## config.mk

```make
export PLATFORM = sky130hd
export DESIGN_NAME = pic_ctrl
export DESIGN_NICKNAME = d
export VERILOG_FILES = /design/src/design/pic_prio_pkg.sv /design/src/design/pic_map_pkg.sv /design/src/design/pic_cfg_if.sv /design/src/design/pic_regs.sv /design/src/design/pic_gateway_bank.sv /design/src/design/pic_arbiter.sv /design/src/design/pic_notify.sv /design/src/design/pic_ctrl.sv
export SDC_FILE = /design/constraint.sdc
export NUM_CORES = 1
export LEC_CHECK = 0
export BUFFER_PORTS_ARGS = -buffer_cell sky130_fd_sc_hd__buf_2
export CORE_MARGIN = 8
export CORE_UTILIZATION = 57
export DETAILED_ROUTE_END_ITERATION = 10
export GPL_TIMING_DRIVEN = 0
export HOLD_SLACK_MARGIN = 0.1
export PLACE_DENSITY_LB_ADDON = 0.12
export SLEW_MARGIN = 25
export SYNTH_ARGS = -nofsm -noshare
export SYNTH_HDL_FRONTEND = slang
export SYNTH_SLANG_ARGS = --single-unit
```

## constraint.sdc

```tcl
create_clock -name clk -period 11.8 [get_ports clk]
set_input_delay 1.77 -clock clk [delete_from_list [all_inputs] [get_ports clk]]
set_output_delay 1.77 -clock clk [all_outputs]
set_load 0.01 [all_outputs]
```

## src/design/pic_prio_pkg.sv

```systemverilog
////////////////////////////////////////
// PIC priority definitions
// Source count, id and priority widths
// and the strongest priority level
////////////////////////////////////////

`default_nettype none

package pic_prio_pkg;

   // Gateway slots, slot 0 reserved
   localparam int NUM_SRC   = 16;

   localparam int ID_BITS   = 4;
   localparam int PRIO_BITS = 4;

   typedef logic [ID_BITS-1:0]   id_t;
   typedef logic [PRIO_BITS-1:0] prio_t;

   // Strongest level in normal order
   localparam prio_t PRIO_MAX = prio_t'(15);

endpackage

`default_nettype wire

```

## src/design/pic_map_pkg.sv

```systemverilog
////////////////////////////////////////
// PIC address map
// Register regions, gateway config bit
// positions and the address decode view
////////////////////////////////////////

`default_nettype none

package pic_map_pkg;

   localparam logic [31:0] PIC_BASE   = 32'hF00C_0000;

   localparam logic [31:0] PRIO_OFS   = 32'h0000_0000;
   localparam logic [31:0] PEND_OFS   = 32'h0000_1000;
   localparam logic [31:0] ENABLE_OFS = 32'h0000_2000;
   localparam logic [31:0] CONFIG_OFS = 32'h0000_3000;   // Single word
   localparam logic [31:0] GWCFG_OFS  = 32'h0000_4000;
   localparam logic [31:0] GWCLR_OFS  = 32'h0000_5000;

   // Gateway config word
   localparam int GWCFG_POL_BIT  = 0;
   localparam int GWCFG_TYPE_BIT = 1;   // 1 selects edge

   typedef logic [31-pic_prio_pkg::ID_BITS-2:0] region_t;

   typedef struct packed {
      region_t                          region;     // Matched against region bases
      logic [pic_prio_pkg::ID_BITS-1:0] idx;        // Source index
      logic [1:0]                       byte_ofs;
   } pic_addr_fields_t;

   typedef union packed {
      logic [31:0]      word;   // Exact match view
      pic_addr_fields_t f;
   } pic_addr_u;

endpackage

`default_nettype wire

```

## src/design/pic_cfg_if.sv

```systemverilog
////////////////////////////////////////
// PIC per-source configuration
// Carries enable, priority and gateway
// settings out of the register file
////////////////////////////////////////

`default_nettype none

interface pic_cfg_if;

   logic [pic_prio_pkg::NUM_SRC-1:0]                       enable;
   pic_prio_pkg::prio_t [pic_prio_pkg::NUM_SRC-1:0]        prio;
   logic [pic_prio_pkg::NUM_SRC-1:0]                       gw_pol;
   logic [pic_prio_pkg::NUM_SRC-1:0]                       gw_edge;
   logic [pic_prio_pkg::NUM_SRC-1:0]                       gw_clr;   // One-cycle pulses

   modport regs (
      output enable, prio, gw_pol, gw_edge, gw_clr
   );

   modport gw (
      input gw_pol, gw_edge, gw_clr
   );

   modport arb (
      input enable, prio
   );

endinterface

`default_nettype wire

```

## src/design/pic_regs.sv

```systemverilog
////////////////////////////////////////
// PIC register file
// Flops the access port, decodes the
// address and holds priority, enable,
// gateway config and order registers
////////////////////////////////////////

`default_nettype none

module pic_regs (
   input  logic                             clk,
   input  logic                             arst_n,
   input  logic                             rden,
   input  logic [31:0]                      rdaddr,
   input  logic                             wren,
   input  logic [31:0]                      wraddr,
   input  logic [31:0]                      wr_data,
   output logic [31:0]                      rd_data,
   input  logic [pic_prio_pkg::NUM_SRC-1:0] gw_pend,
   output logic                             priord,
   pic_cfg_if.regs                          cfg
);

   logic                   rden_q;
   logic                   wren_q;
   pic_map_pkg::pic_addr_u raddr_q;
   pic_map_pkg::pic_addr_u waddr_q;
   logic [31:0]            wr_data_q;

   pic_prio_pkg::prio_t [pic_prio_pkg::NUM_SRC-1:0] prio_q;
   logic [pic_prio_pkg::NUM_SRC-1:0] enable_q;
   logic [pic_prio_pkg::NUM_SRC-1:0] gw_pol_q;
   logic [pic_prio_pkg::NUM_SRC-1:0] gw_edge_q;
   logic [pic_prio_pkg::NUM_SRC-1:0] clr_pulse;
   logic                             priord_q;

   logic wr_slot;
   logic wr_prio;
   logic wr_enable;
   logic wr_gwcfg;
   logic wr_gwclr;
   logic wr_config;

   // Region field of an absolute register address
   function automatic pic_map_pkg::region_t region_of(input logic [31:0] ofs);
      pic_map_pkg::pic_addr_u a;
      a.word = pic_map_pkg::PIC_BASE + ofs;
      return a.f.region;
   endfunction

   ////////////////////////////////////////
   // Access port flops

   always_ff @(posedge clk or negedge arst_n) begin
      if (!arst_n) begin
         rden_q <= 1'b0;
         wren_q <= 1'b0;
      end else begin
         rden_q <= rden;
         wren_q <= wren;
      end
   end

   always_ff @(posedge clk) begin
      raddr_q   <= rdaddr;
      waddr_q   <= wraddr;
      wr_data_q <= wr_data;
   end

   ////////////////////////////////////////
   // Write decode

   assign wr_slot   = (waddr_q.f.idx != '0);   // Slot 0 stays zero
   assign wr_prio   = wren_q && wr_slot && (waddr_q.f.region == region_of(pic_map_pkg::PRIO_OFS));
   assign wr_enable = wren_q && wr_slot && (waddr_q.f.region == region_of(pic_map_pkg::ENABLE_OFS));
   assign wr_gwcfg  = wren_q && wr_slot && (waddr_q.f.region == region_of(pic_map_pkg::GWCFG_OFS));
   assign wr_gwclr  = wren_q && wr_slot && (waddr_q.f.region == region_of(pic_map_pkg::GWCLR_OFS));
   assign wr_config = wren_q && (waddr_q.word == pic_map_pkg::PIC_BASE + pic_map_pkg::CONFIG_OFS);

   always_ff @(posedge clk or negedge arst_n) begin
      if (!arst_n) begin
         prio_q    <= '0;
         enable_q  <= '0;
         gw_pol_q  <= '0;
         gw_edge_q <= '0;
         priord_q  <= 1'b0;
      end else begin
         if (wr_prio) prio_q[waddr_q.f.idx] <= wr_data_q[pic_prio_pkg::PRIO_BITS-1:0];
         if (wr_enable) enable_q[waddr_q.f.idx] <= wr_data_q[0];
         if (wr_gwcfg) begin
            gw_pol_q[waddr_q.f.idx]  <= wr_data_q[pic_map_pkg::GWCFG_POL_BIT];
            gw_edge_q[waddr_q.f.idx] <= wr_data_q[pic_map_pkg::GWCFG_TYPE_BIT];
         end
         if (wr_config) priord_q <= wr_data_q[0];
      end
   end

   always_comb begin
      clr_pulse = '0;
      if (wr_gwclr) clr_pulse[waddr_q.f.idx] = 1'b1;   // Lasts the one write cycle
   end

   assign cfg.enable  = enable_q;
   assign cfg.prio    = prio_q;
   assign cfg.gw_pol  = gw_pol_q;
   assign cfg.gw_edge = gw_edge_q;
   assign cfg.gw_clr  = clr_pulse;
   assign priord      = priord_q;

   ////////////////////////////////////////
   // Read data mux

   always_comb begin
      rd_data = '0;
      if (rden_q) begin
         if (raddr_q.word == pic_map_pkg::PIC_BASE + pic_map_pkg::CONFIG_OFS) begin
            rd_data[0] = priord_q;
         end else if (raddr_q.f.region == region_of(pic_map_pkg::PEND_OFS)) begin
            if (raddr_q.f.idx == '0) rd_data[pic_prio_pkg::NUM_SRC-1:0] = gw_pend;
         end else if (raddr_q.f.region == region_of(pic_map_pkg::PRIO_OFS)) begin
            rd_data[pic_prio_pkg::PRIO_BITS-1:0] = prio_q[raddr_q.f.idx];
         end else if (raddr_q.f.region == region_of(pic_map_pkg::ENABLE_OFS)) begin
            rd_data[0] = enable_q[raddr_q.f.idx];
         end else if (raddr_q.f.region == region_of(pic_map_pkg::GWCFG_OFS)) begin
            rd_data[pic_map_pkg::GWCFG_POL_BIT]  = gw_pol_q[raddr_q.f.idx];
            rd_data[pic_map_pkg::GWCFG_TYPE_BIT] = gw_edge_q[raddr_q.f.idx];
         end
      end
   end

endmodule

`default_nettype wire

```

## src/design/pic_gateway_bank.sv

```systemverilog
////////////////////////////////////////
// PIC gateway bank
// Two-flop synchronizers, polarity and
// level or edge gateways per source
////////////////////////////////////////

`default_nettype none

module pic_gateway_bank (
   input  logic                             clk,
   input  logic                             arst_n,
   input  logic [pic_prio_pkg::NUM_SRC-1:0] extintsrc_req,
   pic_cfg_if.gw                            cfg,
   output logic [pic_prio_pkg::NUM_SRC-1:0] gw_pend
);

   logic [pic_prio_pkg::NUM_SRC-1:0] sync1_q;
   logic [pic_prio_pkg::NUM_SRC-1:0] sync2_q;
   logic [pic_prio_pkg::NUM_SRC-1:0] req;
   logic [pic_prio_pkg::NUM_SRC-1:0] edge_q;
   logic [pic_prio_pkg::NUM_SRC-1:0] pend_all;

   ////////////////////////////////////////
   // Synchronizers

   always_ff @(posedge clk or negedge arst_n) begin
      if (!arst_n) begin
         sync1_q <= '0;
         sync2_q <= '0;
      end else begin
         sync1_q <= extintsrc_req;
         sync2_q <= sync1_q;
      end
   end

   assign req = sync2_q ^ cfg.gw_pol;   // Active-high request

   ////////////////////////////////////////
   // Edge latches

   // Held until software clears it, dropped in level mode
   always_ff @(posedge clk or negedge arst_n) begin
      if (!arst_n) begin
         edge_q <= '0;
      end else begin
         edge_q <= cfg.gw_edge & (req | (edge_q & ~cfg.gw_clr));
      end
   end

   assign pend_all = req | (cfg.gw_edge & edge_q);

   assign gw_pend = {pend_all[pic_prio_pkg::NUM_SRC-1:1], 1'b0};   // Id 0 never requests

endmodule

`default_nettype wire

```

## src/design/pic_arbiter.sv

```systemverilog
////////////////////////////////////////
// PIC arbiter
// Masks and orders priorities, then a
// compare tree selects the winner
////////////////////////////////////////

`default_nettype none

module pic_arbiter (
   pic_cfg_if.arb                           cfg,
   input  logic [pic_prio_pkg::NUM_SRC-1:0] gw_pend,
   input  logic                             priord,
   output pic_prio_pkg::id_t                win_id,
   output pic_prio_pkg::prio_t              win_prio_eff
);

   // Tree nodes, root at 0, children of n at 2n+1 and 2n+2
   pic_prio_pkg::id_t   node_id   [2*pic_prio_pkg::NUM_SRC-1];
   pic_prio_pkg::prio_t node_prio [2*pic_prio_pkg::NUM_SRC-1];

   ////////////////////////////////////////
   // Leaves

   for (genvar i = 0; i < pic_prio_pkg::NUM_SRC; i++) begin : g_leaf
      pic_prio_pkg::prio_t prio_ord;

      assign prio_ord = priord ? ~cfg.prio[i] : cfg.prio[i];   // Larger always wins

      assign node_id[pic_prio_pkg::NUM_SRC-1+i]   = pic_prio_pkg::id_t'(i);
      assign node_prio[pic_prio_pkg::NUM_SRC-1+i] = (gw_pend[i] && cfg.enable[i]) ? prio_ord : '0;
   end

   ////////////////////////////////////////
   // Compare and select

   for (genvar l = 0; l < $clog2(pic_prio_pkg::NUM_SRC); l++) begin : g_level
      for (genvar n = (1 << l) - 1; n < (2 << l) - 1; n++) begin : g_node
         logic right_wins;

         // Left child holds the lower ids and keeps a tie
         assign right_wins   = node_prio[2*n+2] > node_prio[2*n+1];
         assign node_id[n]   = right_wins ? node_id[2*n+2] : node_id[2*n+1];
         assign node_prio[n] = right_wins ? node_prio[2*n+2] : node_prio[2*n+1];
      end
   end

   assign win_id       = node_id[0];
   assign win_prio_eff = node_prio[0];   // Id 0, priority 0 when idle

endmodule

`default_nettype wire

```

## src/design/pic_notify.sv

```systemverilog
////////////////////////////////////////
// PIC notification
// Threshold compare and the claim id,
// priority level and wake-up flops
////////////////////////////////////////

`default_nettype none

module pic_notify (
   input  logic                clk,
   input  logic                arst_n,
   input  pic_prio_pkg::id_t   win_id,
   input  pic_prio_pkg::prio_t win_prio_eff,
   input  logic                priord,
   input  pic_prio_pkg::prio_t meipt,
   input  pic_prio_pkg::prio_t meicurpl,
   output logic                mexintpend,
   output logic                mhwakeup,
   output pic_prio_pkg::id_t   claimid,
   output pic_prio_pkg::prio_t pl
);

   pic_prio_pkg::prio_t meipt_eff;
   pic_prio_pkg::prio_t curpl_eff;
   pic_prio_pkg::prio_t pl_sw;
   logic                pend_d;
   logic                wake_d;

   // Thresholds in effective order
   assign meipt_eff = priord ? ~meipt : meipt;
   assign curpl_eff = priord ? ~meicurpl : meicurpl;

   assign pend_d = (win_prio_eff > meipt_eff) && (win_prio_eff > curpl_eff);
   assign wake_d = (win_prio_eff == pic_prio_pkg::PRIO_MAX);
   assign pl_sw  = priord ? ~win_prio_eff : win_prio_eff;   // Back to software order

   always_ff @(posedge clk or negedge arst_n) begin
      if (!arst_n) begin
         mexintpend <= 1'b0;
         mhwakeup   <= 1'b0;
         claimid    <= '0;
         pl         <= '0;
      end else begin
         mexintpend <= pend_d;
         mhwakeup   <= wake_d;
         claimid    <= win_id;
         pl         <= pl_sw;
      end
   end

endmodule

`default_nettype wire

```

## src/design/pic_ctrl.sv

```systemverilog
////////////////////////////////////////
// Programmable interrupt controller
// Gateways, register file, arbiter and
// notification for 15 sources
////////////////////////////////////////

`default_nettype none

module pic_ctrl (
   input  logic                             clk,
   input  logic                             arst_n,
   input  logic [pic_prio_pkg::NUM_SRC-1:0] extintsrc_req,   // Bit 0 ignored
   input  logic                             rden,
   input  logic [31:0]                      rdaddr,
   input  logic                             wren,
   input  logic [31:0]                      wraddr,
   input  logic [31:0]                      wr_data,
   output logic [31:0]                      rd_data,
   input  pic_prio_pkg::prio_t              meipt,
   input  pic_prio_pkg::prio_t              meicurpl,
   output logic                             mexintpend,
   output logic                             mhwakeup,
   output pic_prio_pkg::id_t                claimid,
   output pic_prio_pkg::prio_t              pl
);

   logic [pic_prio_pkg::NUM_SRC-1:0] gw_pend;
   logic                             priord;   // Reversed priority order
   pic_prio_pkg::id_t                win_id;
   pic_prio_pkg::prio_t              win_prio_eff;

   pic_cfg_if i_cfg ();

   pic_regs i_regs (
      .clk     (clk),
      .arst_n  (arst_n),
      .rden    (rden),
      .rdaddr  (rdaddr),
      .wren    (wren),
      .wraddr  (wraddr),
      .wr_data (wr_data),
      .rd_data (rd_data),
      .gw_pend (gw_pend),
      .priord  (priord),
      .cfg     (i_cfg.regs)
   );

   pic_gateway_bank i_gw (
      .clk           (clk),
      .arst_n        (arst_n),
      .extintsrc_req (extintsrc_req),
      .cfg           (i_cfg.gw),
      .gw_pend       (gw_pend)
   );

   pic_arbiter i_arb (
      .cfg          (i_cfg.arb),
      .gw_pend      (gw_pend),
      .priord       (priord),
      .win_id       (win_id),
      .win_prio_eff (win_prio_eff)
   );

   pic_notify i_notify (
      .clk          (clk),
      .arst_n       (arst_n),
      .win_id       (win_id),
      .win_prio_eff (win_prio_eff),
      .priord       (priord),
      .meipt        (meipt),
      .meicurpl     (meicurpl),
      .mexintpend   (mexintpend),
      .mhwakeup     (mhwakeup),
      .claimid      (claimid),
      .pl           (pl)
   );

endmodule

`default_nettype wire

```

-- Yosys cells after proc, flatten, opt, wreduce, memory -nomap -nowiden
Index checks and enable logic that the tools add are counted.
- magnitude comparators: 20
- equality and inequality tests: 11
- multiplexer cells: 91
- bitwise operators: 25
- reduce and logical (&&, ||, !) cells: 25
- operator list (kind ; number):
    26-bit equality test (second input constant) ; 8
    4-bit two-way mux ; 52
    4-bit inverter ; 18
    64-bit bitwise mux ; 1
    32-bit equality test (second input constant) ; 2
    4-bit greater-than comparator ; 16
    16-bit AND ; 3
    16-bit bitwise mux ; 3
    16-bit two-way mux ; 3
    16-bit OR ; 2
    1-bit logical AND ; 23
    4-bit binary-select mux with 4-bit select ; 1
    4-bit demux with 4-bit select ; 1
    16-bit inverter ; 1
    16-bit bitwise XOR ; 1
    1-bit two-way mux ; 15
    15-bit two-way mux ; 1
    2-bit two-way mux ; 7
    1-bit binary-select mux with 4-bit select ; 3
    12-bit two-way mux ; 1
    4-bit by 5-bit less-than comparator with 1-bit output (second input constant) ; 2
    3-bit two-way mux ; 2
    1-bit demux with 4-bit select ; 1
    4-bit equality test (second input constant) ; 1
    4 further kinds ; 4
- register bits: 241
- input bits: 124
- output and inout bits: 42
- word-level logic and storage cells: 204

-- Depth between registers and ports, before layout
Gate-level depths: netlist of run 1.
- word-level depth: 14
- mapped depth: 43

-- Cells and area by module
A second synthesis of run 1 with hierarchy kept.
- cell total of the unflattened synthesis: 1222
- area, all modules: 13186.4 µm²
- by module, submodules not included (module ; instances ; cells each ; area an instance (µm²)):
    pic_regs ; 1 ; 597 ; 7698.6
    pic_arbiter ; 1 ; 460 ; 3343.2
    pic_gateway_bank ; 1 ; 122 ; 1587.8
    pic_notify ; 1 ; 43 ; 556.8

-- Least setup slack after synthesis of run 1
OpenSTA, ideal clock, no wires.
- path kind: register to register
- start: register i_regs.priord_q, in the netlist i_regs.priord
- end: register i_notify.mexintpend
- library setup time: 105 ps
- arrival time: 8368 ps
- setup slack: 3327 ps
- cell stages (with the launch flop): 37
- clock period less this slack: 8473 ps
- cell sequence: dfrtp_1 > buf_6 > buf_2 > buf_4 > buf_2 > buf_2 > xor2_1 > nand2_1 > ha_1 > and4_1 > a21oi_1 > a211o_1 > nand2_1 > ha_1 > nor2b_1 > o21a_1 > o21a_1 > o21ai_0 > clkbuf_1 > nor2_1 > a21oi_1 > ha_1 > a21oi_1 > nor2_1 > a31o_1 > nor4_4 > mux2i_1 > ha_1 > a21oi_1 > nor2_1 > mux2_2 > nor2_4 > mux2_4 > ha_1 > maj3_1 > o21a_1 > nor4b_1
- cells in the longest elaborated chain, start to end: 12
- elaborated cells on any way between the ends: 65
- classes of those cells: order compare: 17; mux: 47; reduce/logical: 1
- RTL lines (what ; line ; source):
    start: declaration ; pic_regs.sv:35 ; logic priord_q;
    start signal: assignment ; pic_regs.sv:94 ; if (wr_config) priord_q <= wr_data_q[0];
    4-bit two-way mux ; pic_arbiter.sv:27 ; assign prio_ord = priord ? ~cfg.prio[i] : cfg.prio[i];
    4-bit two-way mux ; pic_arbiter.sv:30 ; assign node_prio[pic_prio_pkg::NUM_SRC-1+i] = (gw_pend[i] && cfg.enable[i]) ? prio_ord : '0;
    4-bit greater-than comparator or 4-bit by 1-bit greater-than comparator with 1-bit output (tied branches) ; pic_arbiter.sv:41 ; assign right_wins = node_prio[2*n+2] > node_prio[2*n+1];
    4-bit two-way mux ; pic_arbiter.sv:43 ; assign node_prio[n] = right_wins ? node_prio[2*n+2] : node_prio[2*n+1];
    4-bit greater-than comparator ; pic_arbiter.sv:41 ;
    4-bit two-way mux ; pic_arbiter.sv:43 ;
    4-bit greater-than comparator ; pic_arbiter.sv:41 ;
    4-bit two-way mux ; pic_arbiter.sv:43 ;
    4-bit greater-than comparator ; pic_arbiter.sv:41 ;
    4-bit two-way mux ; pic_arbiter.sv:43 ;
    4-bit greater-than comparator ; pic_notify.sv:33 ; assign pend_d = (win_prio_eff > meipt_eff) && (win_prio_eff > curpl_eff);
    1-bit logical AND * ; pic_notify.sv:33 ;
    via i_notify.pend_d ; pic_notify.sv:26 ; logic pend_d;
    end signal: assignment ; pic_notify.sv:44 ; mexintpend <= pend_d;
    end: declaration ; pic_notify.sv:17 ; output logic mexintpend,
Mark *: on every way through the listed nets, which the timed path passes. The rest lies on a longest branch.
A chain may end at the register's enable or synchronous reset.

-- Final worst setup path of run 1
Same ends and word-level chain as after synthesis.

==> results_dict.tcl, run 1 <==
set metrics [dict create \
    final-hold-violation-count 0 \
    worstMarginPinSlew_ps 1033 \
    number_of_global_route_vias_before_repair 9455 \
    buffer_depth_of_the_longest_clock_path 3 \
    post_cts_resized 0 \
    static-leakage-power_nw 6.833 \
    cpPeakStageDelay_ps 480 \
    met2RoutedLength_um 15070 \
    synthCells 1144 \
    worst-path-max-fanout 10 \
    n_antenna_cell 0 \
    flow.area_growth_from_synthesis_pct 15.28 \
    rsz0062_at_grt "no" \
    crit_path_frequent_cell "ha_1" \
    place_congestion 0.8796 \
    route.detailed.vias_per_inst 5.687 \
    final_layout_size_suffix_gt1_share_pct 26.98 \
    most-common-layout-cells "dfrtp_1 (170), nand2_1 (129), buf_2 (124)" \
    hpwlAfterDp_um 24360 \
    max-slew-margin-rel_pct 31.13 \
    route.detailed.wl_per_inst_um 19.44 \
    detailedRoute.firstPassIterationCount 5 \
    routed-wl-met3_um 1675 \
    run_status "completed" \
    clkSinkCount 238 \
    maxCapViolCount 0 \
    power_density_mw_per_mm2 117.4 \
    crit_slowest_cell "mux2i_1" \
    uppermost_routed_layer "met4" \
    drt.antenna.violating_nets 0 \
    worstSetupEndpointType "flip-flop" \
    timing.critical_path.from_type "flip-flop" \
    yosys_most_used_dff "dfrtp_1" \
    postRouteWirelength_um 31250 \
    grt_start_max_net_pins 74 \
    setup-violations-final 0 \
    post-place-ws_ps 1946 \
    grt_pass1_wl_um 49660 \
    cts_post_setup_buffers_inserted 0 \
    synth_enable_flop_cells 0 \
    start_util_pct 57.90 \
    irDropWorstVdd_mv 0.1103 \
    dominant_cell_type_by_area_after_synthesis "dfrtp_1" \
    final_cell_count_no_fill 1607 \
    timing.clock.skew_ps 14.97 \
    fin_crit_sh_pct 84.71 \
    final.fill_count 1775 \
    cts_max_level 1 \
    post-synth-top-area-fraction_pct 33.77 \
    number_of_antenna_violations_at_the_first_check_in_global_routing 0 \
    yosysUniqueCellTypes 81 \
    die_width_um 164.7 \
    clock_tree_from_tritoncts "yes" \
    ys_seq_area_share_pct 44.58 \
    dp_cells 1561 \
    later_pin_clock_latency_in_the_skew_report_ps 530 \
    die_h_um 164.7 \
    netlist_area_mm2 0.01260 \
    ys_seq_elements 238 \
    holdCritPathClass "reg2reg" \
    final_common_cell "dfrtp_1" \
    drt_iter0_markers 581 \
    worstPathRequired_ps 12200 \
    total_negative_slack_for_setup_checks_ps 0 \
    pnr_total_power_mw 1.705 \
    portBuffers 120 \
    timing.fmax_mhz 100.0 \
    number_of_nets_in_the_final_layout 1485 \
    register_clock_pin_slew_on_the_reported_worst_setup_and_hold_paths_ps 60 \
    cts_root_buffer "clkbuf_16" \
    floorplan.die_area_mm2 0.02711 \
    coreArea_mm2 0.02176 \
    setup.worst_path.class "reg2reg" \
    num_vias 9139 \
    synth_area_leaders "dfrtp_1 (34%), dfxtp_1 (11%), mux2_2 (9.8%), mux4_2 (6.1%), ha_1 (5.3%)" \
    maxSlewViolCount 0 \
    post-route-drc-count 0 \
    row_count 54 \
    critical-path-top-delay-family "compound AO/OA/AOI/OAI gates" \
    length_of_routed_wiring_on_met1_um 13740 \
    post_synth.cell_area_avg_um2 11.01 \
    synth.yosys.warnings 0 \
    period_needed_ps 9996 \
    cts_hold_buffers 0 \
    all_layer_global_routing_usage_pct 23.38 \
    worst_slack_ps 1804 \
    num_io_pins 166 \
    timing.critical_path.arrival_ps 10390 \
    tritoncts.num_buffers 25 \
    grt-ovfl-total 0 \
    critical_path_buf_inv_count 6 \
    finish.utilization_pct 66.74 \
    share_of_async_settable_or_async_resettable_flops_after_synthesis_pct 71.43 \
]
==> logic make-up (layout without fill, tap and decap cells) <==
group | after synthesis | in the layout | synth area share, %
AOI/OAI and AO/OA | 171 | 171 | 9.616
and+or+nand+nor | 320 | 320 | 12.24
buffers and inverters | 101 | 269 | 3.626
muxes | 171 | 171 | 18.17
xor gates and xnor gates | 88 | 88 | 6.397
adders and majority gates | 54 | 54 | 5.344
other | 1 | 16 | 0.02977
DFF | 238 | 238 | 44.58
==> worst reg2reg max path, delay by kind of cell, from the launching register on <==
kind	cells	cell delay [ps]
buf+inv	6	1970
mux	3	1110
simple gates	11	1770
fa+ha+maj	5	1550
xor+xnor	1	180
flops	1	410
compound gates	10	2880
==> layout make-up <==
| cell class | count | area [um2] | share of cell area, % |
|---|---|---|---|
| Clock buffer | 37 | 774.5 | 5.334 |
| Sequential cell | 238 | 5615 | 38.67 |
| Clock inverter | 9 | 68.82 | 0.4739 |
| Buffer | 59 | 301.5 | 2.077 |
| Timing Repair Buffer | 122 | 665.6 | 4.584 |
| Inverter | 42 | 157.7 | 1.086 |
| Tap cell | 280 | 350.3 | 2.413 |
| Multi-Input combinational cell | 820 | 6586 | 45.36 |
==> metrics by stage <==
| step | hold WS, ps | instance area, um2 |
|---|---|---|
| 3_3_place_gp | 332.1 | 13600 |
| 5_1_grt | 355.2 | 14520 |
| 4_1_cts | 348.3 | 14520 |
| 3_5_place_dp | 334.7 | 13680 |
| 6_report | 346.4 | 14520 |
| 2_1_floorplan | 331.2 | 12650 |
==> power by group <==
part,leakage [nW],switching [mW],internal (mW)
clock,0.418,0.331,0.461
sequential,2.88,0.00692,0.830
combinational,3.54,0.0466,0.0297
==> cell usage after synthesis (6+ instances only) <==
cell type / n
dfrtp_1: 170
nand2_1: 129
mux2_2: 110
nor2_1: 71
dfxtp_1: 68
ha_1: 53
xnor2_1: 46
a21oi_1: 41
inv_1: 41
xor2_1: 39
mux4_2: 34
clkbuf_1: 32
o21ai_0: 27
mux2i_1: 24
buf_4: 17
nor3_1: 16
and2_1: 15
nand3_1: 15
o21a_1: 15
a21boi_0: 14
nor2b_1: 14
nand2b_1: 13
nand4_1: 8
o211ai_1: 8
o31ai_1: 8
a31oi_1: 7
a211oi_1: 6
nor3b_1: 6
nor4_1: 6
nor4b_1: 6
o31a_1: 6
==> path summary, 6_finish.rpt <==
check / startpoint / endpoint / slack [ps] / depth (start not counted)
max: i_regs.priord / i_notify.mexintpend / 1800 / 36
min: i_gw.sync1_q[7] / i_gw.sync2_q[7] / 350 / 0
max reg2reg: i_regs.priord / i_notify.mexintpend / 1800 / 36
min reg2reg: i_gw.sync1_q[7] / i_gw.sync2_q[7] / 350 / 0
max in group asynchronous: arst_n / i_notify.pl[3] / 9950 / 2
min in group asynchronous: arst_n / i_regs.cfg.gw_pol[1] / 1160 / 1
==> layer usage <==
layer | vias up | global-route usage (%)
li1 | 4355 | -
met4 | 0 | 6.921
met5 | - | 0
met2 | 240 | 39.47
met3 | 53 | 3.739
met1 | 4491 | 30.54
==> registers in the layout, summed over array words and instances (netlist names), 15 cells and up <==
signal	count
i_regs.cfg.gw_pol	16
i_regs.waddr_q	32
i_regs.cfg.gw_edge	16
i_gw.edge_q	15
i_regs.raddr_q	32
i_gw.sync2_q	15
i_regs.cfg.enable	16
i_gw.sync1_q	15
i_regs.cfg.prio	64
Power figures use the tool's default switching activity.
==> run 2, diff against run 1 <==
--- a/config.mk
+++ b/config.mk
@@ -5,6 +5,7 @@
 export SDC_FILE = /design/constraint.sdc
 export NUM_CORES = 1
 export LEC_CHECK = 0
+export ABC_AREA = 1
 export BUFFER_PORTS_ARGS = -buffer_cell sky130_fd_sc_hd__buf_2
 export CORE_MARGIN = 8
 export CORE_UTILIZATION = 57
==> constraint.sdc (replaced) <==
create_clock -name clk -period 9.4 [get_ports clk]
set_input_delay 1.41 -clock clk [delete_from_list [all_inputs] [get_ports clk]]
set_output_delay 1.41 -clock clk [all_outputs]
set_load 0.01 [all_outputs]
==> results_dict.tcl, run 2 <==
set metrics [dict create \
    flow.area_growth_from_synthesis_pct 15.02 \
    dominant_cell_type_by_area_after_synthesis "dfrtp_1" \
    maxCapViolCount 0 \
    post-synth-top-area-fraction_pct 33.53 \
    coreArea_mm2 0.02182 \
    setup.worst_path.class "reg2reg" \
    post-route-drc-count 0 \
    final.fill_count 1885 \
    timing.critical_path.arrival_ps 8720 \
    synth_area_leaders "dfrtp_1 (34%), nand2_1 (13%), dfxtp_1 (11%), o21ai_0 (8.0%), ha_1 (5.2%)" \
    most-common-layout-cells "nand2_1 (426), o21ai_0 (202), dfrtp_1 (170)" \
    placed_area_mm2 0.01376 \
    crit_slowest_cell "clkbuf_1" \
    total_negative_slack_for_setup_checks_ps 0 \
    die_h_um 165.2 \
    worst-path-max-fanout 10 \
    crit_path_frequent_cell "nand2_1" \
    number_of_global_route_vias_before_repair 11170 \
    buffer_depth_of_the_longest_clock_path 3 \
    num_io_pins 166 \
    grt_pass1_wl_um 57390 \
    die_width_um 165.2 \
    power_density_mw_per_mm2 147.9 \
    synth.yosys.warnings 0 \
    synthTopCellsByCount "nand2_1 (426), o21ai_0 (202), dfrtp_1 (170)" \
    hpwlAfterDp_um 27890 \
    post_synth.cell_area_avg_um2 7.866 \
    number_of_nets_in_the_final_layout 1954 \
    drt_iter0_markers 1014 \
    synthCells 1613 \
    yosysUniqueCellTypes 62 \
    grt_start_max_net_pins 90 \
    dp_cells 2030 \
    final_common_cell "nand2_1" \
    timing.fmax_mhz 120.7 \
    worstPathRequired_ps 9830 \
    postRouteWirelength_um 36480 \
    holdCritPathClass "reg2reg" \
    critical_path_buf_inv_count 14 \
    critical-path-top-delay-family "buffers and inverters" \
    cpPeakStageDelay_ps 640 \
    rsz0062_at_grt "no" \
    num_vias 11550 \
    post_cts_resized 0 \
    netlist_area_mm2 0.01269 \
    cts_root_buffer "clkbuf_16" \
    place_congestion 0.9687 \
    ys_seq_area_share_pct 44.26 \
    finalHoldWorstSlack_ps 345.5 \
    final_layout_size_suffix_gt1_share_pct 15.59 \
    ys_seq_elements 238 \
    register_clock_pin_slew_on_the_reported_worst_setup_and_hold_paths_ps 60 \
    route.detailed.wl_per_inst_um 17.57 \
    largest_reg_flops 64 \
    detailedRoute.firstPassIterationCount 6 \
    final-hold-violation-count 0 \
    setup-violations-final 0 \
    synth_enable_flop_cells 0 \
    worstMarginPinSlew_ps 896.0 \
    drt.antenna.violating_nets 0 \
    final_cell_count_no_fill 2076 \
    cts_max_level 1 \
    route.detailed.vias_per_inst 5.566 \
    timing.clock.skew_ps 17.75 \
    start_util_pct 58.14 \
    portBuffers 120 \
    share_of_async_settable_or_async_resettable_flops_after_synthesis_pct 71.43 \
    run_status "completed" \
    grt-ovfl-total 0 \
    timing.critical_path.from_type "flip-flop" \
    pnr_total_power_mw 2.159 \
    finalInstanceArea_mm2 0.01459 \
    synth_most_common_cell "nand2_1" \
    fin_crit_sh_pct 88.11 \
    clkSinkCount 238 \
    maxSlewViolCount 0 \
    n_antenna_cell 0 \
    all_layer_global_routing_usage_pct 26.72 \
    clock_tree_from_tritoncts "yes" \
    row_count 54 \
    later_pin_clock_latency_in_the_skew_report_ps 540 \
    max-slew-margin-rel_pct 39.43 \
    tritoncts.num_buffers 25 \
    period_needed_ps 8282 \
    irDropWorstVdd_mv 0.1624 \
    cts_post_setup_buffers_inserted 0 \
    floorplan.die_area_mm2 0.02729 \
    yosys_most_used_dff "dfrtp_1" \
    worstSetupEndpointType "flip-flop" \
    number_of_antenna_violations_at_the_first_check_in_global_routing 0 \
    static-leakage-power_nw 6.753 \
    cts_hold_buffers 0 \
]
-- run 2: cell count changes after synthesis, sizes merged, moves of 22 or more --
cell	change
a21oi	+58
inv	+96
mux2	-112
mux2i	-25
mux4	-34
nand2	+324
nand3	+49
nor2	+22
o21ai	+185
or2	+26
xnor2	-22
xor2	-29
-- run 2: logic make-up (layout without fill, tap and decap cells) --
family | count (synthesis) | after routing | synth area share (%)
buf+inv | 213 | 381 | 7.130
xor+xnor | 35 | 35 | 2.594
fa+ha+maj | 53 | 53 | 5.227
flops | 238 | 238 | 44.26
compound gates | 373 | 373 | 16.38
other cells | 1 | 16 | 0.02956
simple gates | 700 | 700 | 24.38
-- run 2: path summary, 6_finish.rpt --
| path | from | to | slack (ps) | cells after the start |
|---|---|---|---|---|
| setup / recovery | i_regs.priord | i_notify.mexintpend | 1120 | 45 |
| hold / removal | i_gw.sync1_q[5] | i_gw.sync2_q[5] | 350 | 0 |
| setup reg to reg | i_regs.priord | i_notify.mexintpend | 1120 | 45 |
| hold reg to reg | i_gw.sync1_q[5] | i_gw.sync2_q[5] | 350 | 0 |
| max in group asynchronous | arst_n | i_gw.sync2_q[5] | 7650 | 2 |
| min in group asynchronous | arst_n | i_notify.pl[0] | 850 | 1 |
-- run 2: worst register-to-register path, delay by kind of cell (launching register included) --
family | cells | cell delay [ps]
buf+inv | 14 | 2600
compound gates | 9 | 2360
flops | 1 | 380
simple gates | 17 | 1210
fa+ha+maj | 5 | 1640
-- run 2: cell type report --
cell class	count	area [um2]	share of cell area, %
multi-input cells	1177	6242	42.78
flip-flops and latches	238	5615	38.48
clock buffers	36	759.5	5.205
repair buffers	122	643.1	4.407
inverters	142	539.3	3.695
plain buffers	71	365.4	2.504
well taps	280	350.3	2.401
clock inverters	10	77.57	0.5316
-- run 2: stage by stage --
step | setup slack (ps) | util [%]
after floorplan | 3105 | -
after global placement | 1384 | 62.75
after detailed placement | 1211 | 63.03
after CTS | 1186 | 66.87
after global routing | 577.6 | 66.87
final | 1118 | 66.87
-- run 2: power breakdown --
| group | leakage (nW) | switching (mW) | internal, mW | total (mW) |
|---|---|---|---|---|
| combinational | 3.46 | 0.0834 | 0.0388 | 0.122 |
| sequential | 2.88 | 0.00884 | 1.04 | 1.05 |
| clock | 0.420 | 0.417 | 0.569 | 0.985 |
-- run 2: routing by layer --
metal  track usage (%)  vias up  share of wire, %
met4             11.14        0               4.1
met2             45.31      480                47
met1             33.17     5313                41
met5                 0        -                 0
met3             4.660       97               7.8
li1                  -     5664                 -
